===== src/include/igr_macros.svh =====
// sizing constants for the ingress front end
// queue depth must stay a power of two, pointers wrap without a compare
// lane count and tc slot count are tied to 3-bit fields in igr_pkg
`ifndef IGR_MACROS_SVH
`define IGR_MACROS_SVH

// ----------------------------------------
// receive bus shape
// ----------------------------------------
// data lanes per EPL beat
`define IGR_LANES 4
// bits per lane, one beat is 64 bits
`define IGR_LANE_W 16
// logical ports on the EPL bus
`define IGR_PORTS 4

// ----------------------------------------
// queueing and pause
// ----------------------------------------
`define IGR_FIFO_DEPTH 8
`define IGR_XOFF_LVL 6
`define IGR_TC_SLOTS 8

`endif


===== src/design/igr_pkg.sv =====
// shared types for the ingress front end
// entry layout is 89 bits with 4 lanes of 16 bits
`include "igr_macros.svh"

package igr_pkg;

  // ----------------------------------------
  // EPL side metadata
  // ----------------------------------------
  // only the fields this scaled-down block carries
  typedef struct packed {
    logic       sop;
    logic       eop;
    logic       error;
    logic [2:0] tc;
  } epl_md_t;

  // ----------------------------------------
  // per-port queue entry
  // ----------------------------------------
  // lanes holds the number of valid lanes, 0 to 4
  // ts is passed through untouched
  typedef struct packed {
    logic [`IGR_LANES*`IGR_LANE_W-1:0] data;
    logic [2:0]                        lanes;
    logic                              sop;
    logic                              eop;
    logic                              error;
    logic [2:0]                        tc;
    logic [15:0]                       ts;
  } igr_entry_t;

  // packet buffer writer FSM
  typedef enum logic [0:0] {
    PBW_IDLE,
    PBW_HOLD
  } pbw_state_e;

endpackage


===== src/design/igr_dpc.sv =====
// EPL receive stage, no back-pressure toward EPL
// a beat with no valid lanes is never pushed
// tc sync runs free from the first reset release
`timescale 1ns/1ps
`include "igr_macros.svh"

module igr_dpc (
  input  logic                              cclk,
  input  logic                              rst,
  input  logic [1:0]                        i_rx_port_num,
  input  logic [`IGR_LANES-1:0]             i_rx_data_v,
  input  logic [`IGR_LANES*`IGR_LANE_W-1:0] i_rx_data,
  input  igr_pkg::epl_md_t                  i_rx_md,
  input  logic [15:0]                       i_rx_ts,
  output logic [`IGR_PORTS-1:0]             o_push,
  output igr_pkg::igr_entry_t               o_entry,
  output logic                              o_pfc_tc_sync
);

  logic                              q_rst;
  logic [1:0]                        s1_port;
  logic [`IGR_LANES-1:0]             s1_data_v;
  logic [`IGR_LANES*`IGR_LANE_W-1:0] s1_data;
  igr_pkg::epl_md_t                  s1_md;
  logic [15:0]                       s1_ts;
  logic [2:0]                        s1_lane_cnt;
  logic                              s1_any_v;
  logic [`IGR_PORTS-1:0]             s1_port_oh;
  logic [`IGR_TC_SLOTS-1:0]          sync_sr;
  logic                              sync_seed;

  // ----------------------------------------
  // stage 1 input flops
  // ----------------------------------------
  // partition boundary, plain flops
  always_ff @(posedge cclk) begin
    q_rst     <= rst;
    s1_port   <= i_rx_port_num;
    s1_data_v <= i_rx_data_v;
    s1_data   <= i_rx_data;
    s1_md     <= i_rx_md;
    s1_ts     <= i_rx_ts;
  end

  // count of set valid bits
  always_comb begin
    s1_lane_cnt = '0;
    for (int i = 0; i < `IGR_LANES; i++) begin
      s1_lane_cnt = s1_lane_cnt + {2'b00, s1_data_v[i]};
    end
  end

  assign s1_any_v = |s1_data_v;

  // one-hot port decode
  always_comb begin
    for (int p = 0; p < `IGR_PORTS; p++) begin
      s1_port_oh[p] = (int'(s1_port) == p);
    end
  end

  // ----------------------------------------
  // stage 2 toward the port queues
  // ----------------------------------------
  always_ff @(posedge cclk) begin
    if (rst) begin
      o_push <= '0;
    end else begin
      o_push <= s1_port_oh & {`IGR_PORTS{s1_any_v}};
    end
  end

  // one shared entry, the push strobe picks the queue
  always_ff @(posedge cclk) begin
    o_entry.data  <= s1_data;
    o_entry.lanes <= s1_lane_cnt;
    o_entry.sop   <= s1_md.sop;
    o_entry.eop   <= s1_md.eop;
    o_entry.error <= s1_md.error;
    o_entry.tc    <= s1_md.tc;
    o_entry.ts    <= s1_ts;
  end

  // ----------------------------------------
  // tc sync pulse
  // ----------------------------------------
  // seeded once on the falling edge of rst, then recirculates
  assign sync_seed = (~rst & q_rst) | sync_sr[`IGR_TC_SLOTS-1];

  always_ff @(posedge cclk) begin
    if (rst) begin
      sync_sr       <= '0;
      o_pfc_tc_sync <= 1'b0;
    end else begin
      sync_sr       <= {sync_sr[`IGR_TC_SLOTS-2:0], sync_seed};
      // output cycle is slot 0 for tc0
      o_pfc_tc_sync <= sync_sr[0];
    end
  end

endmodule


===== src/design/igr_port_fifo.sv =====
// single port queue, depth from IGR_FIFO_DEPTH (power of two)
// a push into a full queue is dropped unless a pop frees a slot
// pop on an empty queue is ignored
`timescale 1ns/1ps
`include "igr_macros.svh"

module igr_port_fifo (
  input  logic                cclk,
  input  logic                rst,
  input  logic                i_push,
  input  igr_pkg::igr_entry_t i_entry,
  input  logic                i_pop,
  output igr_pkg::igr_entry_t o_head,
  output logic                o_empty,
  output logic [3:0]          o_level,
  output logic [7:0]          o_drop_cnt
);

  localparam int PTR_W = $clog2(`IGR_FIFO_DEPTH);

  igr_pkg::igr_entry_t mem [`IGR_FIFO_DEPTH];
  logic [PTR_W-1:0]    wr_ptr;
  logic [PTR_W-1:0]    rd_ptr;
  logic                full;
  logic                do_push;
  logic                do_pop;

  assign full    = (o_level == 4'(`IGR_FIFO_DEPTH));
  assign o_empty = (o_level == 4'd0);
  assign do_pop  = i_pop & ~o_empty;
  // full queue still accepts when the head leaves this cycle
  assign do_push = i_push & (~full | do_pop);
  assign o_head  = mem[rd_ptr];

  always_ff @(posedge cclk) begin
    if (do_push) begin
      mem[wr_ptr] <= i_entry;
    end
  end

  always_ff @(posedge cclk) begin
    if (rst) begin
      wr_ptr     <= '0;
      rd_ptr     <= '0;
      o_level    <= '0;
      o_drop_cnt <= '0;
    end else begin
      // pointers wrap on their own width
      if (do_push) wr_ptr <= wr_ptr + 1'b1;
      if (do_pop)  rd_ptr <= rd_ptr + 1'b1;
      if (do_push && !do_pop) o_level <= o_level + 4'd1;
      if (!do_push && do_pop) o_level <= o_level - 4'd1;
      // saturating drop count
      if (i_push && !do_push && o_drop_cnt != 8'hff) begin
        o_drop_cnt <= o_drop_cnt + 8'd1;
      end
    end
  end

endmodule


===== src/design/igr_pb_writer.sv =====
// round robin drain of the port queues to the packet buffer
// one beat per grant, valid and data hold until ready
// a new grant starts only from idle, so peak rate is one beat per two cycles
`timescale 1ns/1ps
`include "igr_macros.svh"

module igr_pb_writer (
  input  logic                cclk,
  input  logic                rst,
  input  logic [3:0]          i_empty,
  input  igr_pkg::igr_entry_t i_head [0:3],
  output logic [3:0]          o_pop,
  output logic                o_pb_valid,
  input  logic                i_pb_ready,
  output logic [1:0]          o_pb_port,
  output igr_pkg::igr_entry_t o_pb_entry
);

  igr_pkg::pbw_state_e state_q;
  logic [1:0]          last_q;
  logic [1:0]          gnt_port;
  logic                gnt_any;
  logic                load;

  // ----------------------------------------
  // arbiter
  // ----------------------------------------
  // search starts one past the last granted port
  always_comb begin : rr_pick
    logic [1:0] cand;
    gnt_any  = 1'b0;
    gnt_port = last_q;
    for (int i = 1; i <= `IGR_PORTS; i++) begin
      cand = last_q + 2'(i);
      if (!gnt_any && !i_empty[cand]) begin
        gnt_any  = 1'b1;
        gnt_port = cand;
      end
    end
  end

  assign load = (state_q == igr_pkg::PBW_IDLE) && gnt_any;

  // pop the granted queue in the same cycle its head is captured
  always_comb begin
    o_pop = '0;
    if (load) o_pop[gnt_port] = 1'b1;
  end

  // ----------------------------------------
  // FSM
  // ----------------------------------------
  always_ff @(posedge cclk) begin
    if (rst) begin
      state_q <= igr_pkg::PBW_IDLE;
      // port 0 wins first
      last_q  <= 2'(`IGR_PORTS - 1);
    end else begin
      case (state_q)
        igr_pkg::PBW_IDLE: if (gnt_any) begin
          state_q <= igr_pkg::PBW_HOLD;
          last_q  <= gnt_port;
        end
        igr_pkg::PBW_HOLD: if (i_pb_ready) state_q <= igr_pkg::PBW_IDLE;
        default: state_q <= igr_pkg::PBW_IDLE;
      endcase
    end
  end

  always_ff @(posedge cclk) begin
    if (load) begin
      o_pb_port  <= gnt_port;
      o_pb_entry <= i_head[gnt_port];
    end
  end

  assign o_pb_valid = (state_q == igr_pkg::PBW_HOLD);

endmodule


===== src/design/igr_pfc_ctrl.sv =====
// per port xoff strobes, one tc slot per cycle after the sync pulse
// slot 0 decides from the live level and head, slots 1 to 7 from the latch
`timescale 1ns/1ps
`include "igr_macros.svh"

module igr_pfc_ctrl (
  input  logic            cclk,
  input  logic            rst,
  input  logic            i_tc_sync,
  input  logic [0:3][3:0] i_level,
  input  logic [0:3][2:0] i_head_tc,
  output logic [3:0]      o_pfc_xoff
);

  logic [`IGR_PORTS-1:0] req_now;
  logic [`IGR_PORTS-1:0] req_q;
  logic [0:3][2:0]       tc_q;
  logic [2:0]            slot_q;
  logic [2:0]            cur_slot;

  // the pulse cycle is slot 0
  assign cur_slot = i_tc_sync ? 3'd0 : slot_q;

  always_comb begin
    for (int p = 0; p < `IGR_PORTS; p++) begin
      req_now[p] = (i_level[p] >= 4'(`IGR_XOFF_LVL));
      if (i_tc_sync) begin
        o_pfc_xoff[p] = req_now[p] && (i_head_tc[p] == cur_slot);
      end else begin
        o_pfc_xoff[p] = req_q[p] && (tc_q[p] == cur_slot);
      end
    end
  end

  // request and tc held for the rest of the frame
  always_ff @(posedge cclk) begin
    if (rst) begin
      req_q  <= '0;
      slot_q <= '0;
    end else begin
      slot_q <= cur_slot + 3'd1;
      if (i_tc_sync) req_q <= req_now;
    end
  end

  always_ff @(posedge cclk) begin
    if (i_tc_sync) tc_q <= i_head_tc;
  end

endmodule


===== src/design/igr_top.sv =====
// ingress front end for a four port switch
// EPL beats go to per port queues, drained round robin to the packet buffer
// EPL input has no back-pressure, overflow is dropped and counted per port
`timescale 1ns/1ps
`include "igr_macros.svh"

module igr_top (
  input  logic                              cclk,
  input  logic                              rst,
  input  logic [1:0]                        i_rx_port_num,
  input  logic [`IGR_LANES-1:0]             i_rx_data_v,
  input  logic [`IGR_LANES*`IGR_LANE_W-1:0] i_rx_data,
  input  igr_pkg::epl_md_t                  i_rx_md,
  input  logic [15:0]                       i_rx_ts,
  output logic                              o_pb_valid,
  input  logic                              i_pb_ready,
  output logic [1:0]                        o_pb_port,
  output igr_pkg::igr_entry_t               o_pb_entry,
  output logic [3:0]                        o_pfc_xoff,
  output logic                              o_pfc_tc_sync,
  output logic [0:3][7:0]                   o_drop_cnt
);

  logic [`IGR_PORTS-1:0] push;
  igr_pkg::igr_entry_t   entry;
  logic [`IGR_PORTS-1:0] pop;
  logic [`IGR_PORTS-1:0] empty;
  igr_pkg::igr_entry_t   head [0:3];
  logic [0:3][3:0]       level;
  logic [0:3][2:0]       head_tc;

  // ----------------------------------------
  // receive and steer
  // ----------------------------------------
  igr_dpc u_dpc (
    .cclk          (cclk),
    .rst           (rst),
    .i_rx_port_num (i_rx_port_num),
    .i_rx_data_v   (i_rx_data_v),
    .i_rx_data     (i_rx_data),
    .i_rx_md       (i_rx_md),
    .i_rx_ts       (i_rx_ts),
    .o_push        (push),
    .o_entry       (entry),
    .o_pfc_tc_sync (o_pfc_tc_sync)
  );

  // one queue per logical port
  for (genvar g = 0; g < `IGR_PORTS; g++) begin : g_port
    igr_port_fifo u_fifo (
      .cclk       (cclk),
      .rst        (rst),
      .i_push     (push[g]),
      .i_entry    (entry),
      .i_pop      (pop[g]),
      .o_head     (head[g]),
      .o_empty    (empty[g]),
      .o_level    (level[g]),
      .o_drop_cnt (o_drop_cnt[g])
    );
    assign head_tc[g] = head[g].tc;
  end

  // ----------------------------------------
  // drain and pause
  // ----------------------------------------
  igr_pb_writer u_writer (
    .cclk       (cclk),
    .rst        (rst),
    .i_empty    (empty),
    .i_head     (head),
    .o_pop      (pop),
    .o_pb_valid (o_pb_valid),
    .i_pb_ready (i_pb_ready),
    .o_pb_port  (o_pb_port),
    .o_pb_entry (o_pb_entry)
  );

  igr_pfc_ctrl u_pfc (
    .cclk       (cclk),
    .rst        (rst),
    .i_tc_sync  (o_pfc_tc_sync),
    .i_level    (level),
    .i_head_tc  (head_tc),
    .o_pfc_xoff (o_pfc_xoff)
  );

endmodule


===== config.mk =====
export PLATFORM = sky130hd
export DESIGN_NAME = igr_top
export DESIGN_NICKNAME = d
export VERILOG_FILES = /design/src/design/igr_pkg.sv /design/src/design/igr_dpc.sv /design/src/design/igr_port_fifo.sv /design/src/design/igr_pb_writer.sv /design/src/design/igr_pfc_ctrl.sv /design/src/design/igr_top.sv
export VERILOG_INCLUDE_DIRS = /design/src /design/src/include
export SDC_FILE = /design/constraint.sdc
export NUM_CORES = 2
export LEC_CHECK = 0
export ABC_AREA = 1
export BUFFER_PORTS_ARGS = -buffer_cell sky130_fd_sc_hd__buf_2
export CELL_PAD_IN_SITES_DETAIL_PLACEMENT = 1
export CELL_PAD_IN_SITES_GLOBAL_PLACEMENT = 1
export CORE_AREA = 4 4 457 910
export DETAILED_ROUTE_END_ITERATION = 12
export DIE_AREA = 0 0 461 914
export PLACE_DENSITY_LB_ADDON = 0.08
export SYNTH_ARGS = -nofsm -noshare
export SYNTH_HDL_FRONTEND = slang
export SYNTH_SLANG_ARGS = --single-unit
export TNS_END_PERCENT = 100

===== constraint.sdc =====
create_clock -name cclk -period 12.9 [get_ports cclk]
set_clock_uncertainty 0.05 [all_clocks]
set_input_delay 1.935 -clock cclk [delete_from_list [all_inputs] [get_ports cclk]]
set_output_delay 1.935 -clock cclk [all_outputs]
set_load 0.01 [all_outputs]

==> summary.txt <==
Run status
  • Outcome: completed

Route
  • Drt first-iter violations: 5260
  • Via Count: 76500
  • Routed wire length: 440000 µm
  • Post-DRT Antenna Nets: 0
  • Vias per std cell: 5.23
  • Avg WL per Cell: around 30 µm
  • DRC violations left: 0
  • TritonRoute pass-1 iters: 7

Floorplan
  • Die Height: 914 µm
  • Starting Density: 29.9%
  • Die area: about 420000 µm²
  • Die X: 461 µm
  • Num ports: 224
  • Core region area: approximately 410000 µm²
  • FP Rows: 332

Yosys
  • EDFF count, synth: 2951
  • Mapped Area: approximately 120000 µm²
  • Syn Nets: ~9000
  • Flops & latches, synth: 3239
  • Fraction of registers with async set/reset: 0%
  • Synth Area in Compound Gates: 12.5%
  • Syn_area_per_cell: 13.9 µm²
  • XOR/XNOR Fraction of Synth Area: 0.365%
  • Mux cell area share after synthesis: 0%
  • Main combinational cell family by area after synthesis: compound AO/OA/AOI/OAI gates
  • Post-synth cell types: between 40 and 50
  • Commonest register cell after synthesis: edfxtp_1
  • Adder-cell area share of the yosys netlist: less than 1%
  • Synth Area in Simple Gates: 7.32%
  • Gate Count Post-Synth: about 8800
  • Synthesis warning total: 0
  • Seq/Total Area, Yosys: 77.2%

Critical path
  • CP max FO: 101
  • Critical R2R Capture: g_port[1].u_fifo.mem[0][69]
  • Critical path capture point type: output pin
  • Worst R2R Path Depth: 15
  • Critical Path Start Type: flip-flop
  • R2r setup slk: 7.04 ns
  • RR Startpoint: u_writer.last_q[0]
  • Worst EP arrival: 4.25 ns
  • Req. time, crit path: about 11 ns
  • WS Path Type: flip-flop to output pin

Timing
  • Tcrit/Tclk final: between 40 and 50%
  • Slew HR: 8.87%
  • Final Hold Fails: 0
  • F_max: between 0.15 and 0.2 GHz
  • Min Clock Period, post-route: 6.24 ns
  • Final worst setup slack: about 6.7 ns
  • Max Slew Vio Count: 0
  • Final setup viols: 0
  • Worst-Margin Slew: 1.37 ns
  • RSZ-0062 raised after global routing: false
  • Sum Neg Setup Slack: 0 ns

Power
  • P_int: 19.0 mW
  • Clock group share of total power: 32.2%
  • Leakage Power: 46.0 nW
  • Register share of total power: 43.0%
  • Gate power share: 24.8%
  • Switching portion of total power: 34.7%
  • VDD IR-drop max: 0.221 mV
  • Pwr/cell area: 208 nW/µm²
  • Total Power: about 29 mW
  • P_sw: 10.1 mW

Clocking
  • Clock Latency Late Sink: 0.93 ns
  • CTS tree: built
  • CTS Buf Count: roughly 320
  • Post-CTS sizing: 0
  • H-tree levels: 5
  • Clk root buf: clkbuf_16
  • CTS sink cnt: between 3000 and 4000
  • Post-CTS Setup Repair Bufs: 0
  • Reg clk slew, reported paths: 0.06 ns
  • Max clock buf depth: 4
  • CTS Hold Bufs: 0

Global routing
  • Largest net degree at the start of global routing: 181
  • Grt total ovfl: 0
  • First-pass GRT wire length: 619000 µm
  • GRT Total Usage: 20.4%
  • Number of global-route vias before repair: 81200
  • Initial antenna violation count: 30

Worst hold path
  • Hold_sp: u_dpc.s1_data[53]
  • Hold Path Class: flip-flop to flip-flop
  • Hold EP: u_dpc.o_entry[78]
  • Hold Path Depth: 0

Place
  • Final HPWL DP: 251000 µm
  • Pre-CTS setup slack: between 6 and 7 ns
  • Port Buffers: 223
  • Placer Congestion: 0.766

Cells and area
  • Commonest non-fill, non-tap cell in the layout: edfxtp_1
  • Most frequent cells in the layout: 2951 x edfxtp_1, 1374 x o21ai_0, 1189 x nor2_1, 842 x nand2_1, 331 x clkbuf_16
  • Fill cells: 42500
  • # nets final: about 9100
  • Layout cells sized above 1: between 10% and 20%
  • Layout area overhead: 14.6%

Run
  • Max Cap Viol: 0
-- worst max-delay path by stage --
stage,from,endpoint,slack (ns)
6_report,flip-flop,o_pfc_xoff[3],6.66
5_1_grt,flip-flop,o_pfc_xoff[3],6.37
4_1_cts,flip-flop,o_pfc_xoff[3],6.44
3_5_place_dp,u_writer.last_q[0],g_port[1].u_fifo.mem[0][60],6.90
3_3_place_gp,u_writer.last_q[0],g_port[1].u_fifo.mem[0][67],6.86
2_1_floorplan,u_writer.last_q[0],g_port[2].u_fifo.mem[0][0],6.10
-- through the flow --
stage               utilization, %  hold WS (ns)  area, µm²  cells
floorplan                        -         0.260     122000   8824
global placement              31.8         0.260     130000  14000
detailed placement            31.8         0.263     130000  14000
CTS                           34.3         0.256     140000  14600
global route                  34.3         0.258     140000  14600
finish                        34.3         0.256     140000  14600
-- final cells by class --
| type | instances | area, µm² | share of cell area, % |
|---|---|---|---|
| flip-flops and latches | 3239 | 94400 | 67.4 |
| multi-input cells | 4862 | 25400 | 18.1 |
| clock buffers | 442 | 8910 | 6.36 |
| well taps | 5344 | 6690 | 4.77 |
| repair buffers | 452 | 3000 | 2.14 |
| clock inverters | 136 | 1190 | 0.852 |
| inverters | 122 | 571 | 0.407 |
| diodes | 13 | 32.5 | 0.0232 |
-- per-layer routing --
metal | up-vias | track usage, % | part of all wire, %
met5 | - | 0 | 0.0061
met4 | 4 | 4.70 | 2.3
met3 | 504 | 2.24 | 3.3
met2 | 1366 | 38.3 | 53
met1 | 41000 | 24.9 | 41
li1 | 33600 | - | -
-- registers in the layout, summed over array words and instances (netlist names), named ones only --
register / flops
g_port.u_fifo.mem: 2848
g_port.u_fifo.o_drop_cnt: 32
g_port.u_fifo.o_level: 16
g_port.u_fifo.rd_ptr: 12
g_port.u_fifo.wr_ptr: 12
u_dpc.o_entry: 89
u_dpc.o_push: 4
u_dpc.q_rst: 1
u_dpc.s1_data: 64
u_dpc.s1_data_v: 4
u_dpc.s1_md: 6
u_dpc.s1_port: 2
u_dpc.s1_ts: 16
u_dpc.sync_sr: 8
u_pfc.req_q: 4
u_pfc.slot_q: 3
u_pfc.tc_q: 12
u_writer.last_q: 2
u_writer.o_pb_entry: 89
u_writer.o_pb_port: 2
u_writer.o_pb_valid: 1
-- cells in the mapped netlist, types with 5 or more instances --
master	number	area (µm²)
a211oi_1	5	37.5
a21oi_1	229	1150
a22oi_1	89	668
a31oi_1	6	37.5
a32o_1	172	1720
buf_1	46	173
buf_2	21	105
buf_4	6	45.0
clkbuf_1	524	1970
dfxtp_1	288	5770
edfxtp_1	2951	88600
fa_1	5	100
ha_1	24	300
inv_1	112	420
nand2_1	843	3160
nand2_2	14	87.6
nand3_1	127	636
nand3_2	9	90.1
nand4_1	22	138
nor2_1	1221	4580
nor3_1	11	55.1
o211ai_1	90	676
o21a_1	6	45.0
o21ai_0	1374	6880
o221ai_1	259	2270
o22ai_1	277	1730
xnor2_1	19	166
xor2_1	27	236
-- worst max-delay path, stage by stage, from the launching register on --
cell       delay, ns
dfxtp_4         0.50
inv_8           0.66
buf_4           0.53
o21ai_0         0.16
o22ai_1         0.14
nor2_1          0.06
a31oi_1         0.35
xor2_1          0.18
o2111ai_1       0.13
o41ai_1         0.18
buf_2           0.26
-- power groups by stage --
| stage | logic, mW | registers [mW] | clock network [mW] |
|---|---|---|---|
| 2_1_floorplan | 3.69 | 12.5 | 0 |
| 3_3_place_gp | 7.31 | 12.8 | 0 |
| 3_5_place_dp | 7.39 | 12.7 | 0 |
| 4_1_cts | 7.41 | 12.5 | 9.70 |
| 5_1_grt | 7.78 | 12.5 | 10.1 |
| 6_report | 7.23 | 12.5 | 9.37 |
-- cells by family (layout without fill, tap and decap cells) --
| kind of cell | after synthesis | count (layout) |
|---|---|---|
| flip-flops | 3239 | 3239 |
| AO/OA/AOI/OAI | 2518 | 2518 |
| AND/OR/NAND/NOR | 2267 | 2267 |
| buffers and inverters | 723 | 1152 |
| XOR/XNOR | 48 | 48 |
| adder cells (fa/ha/maj) | 29 | 29 |
| other | 0 | 13 |
No activity file was read; power rests on OpenSTA's default activity.
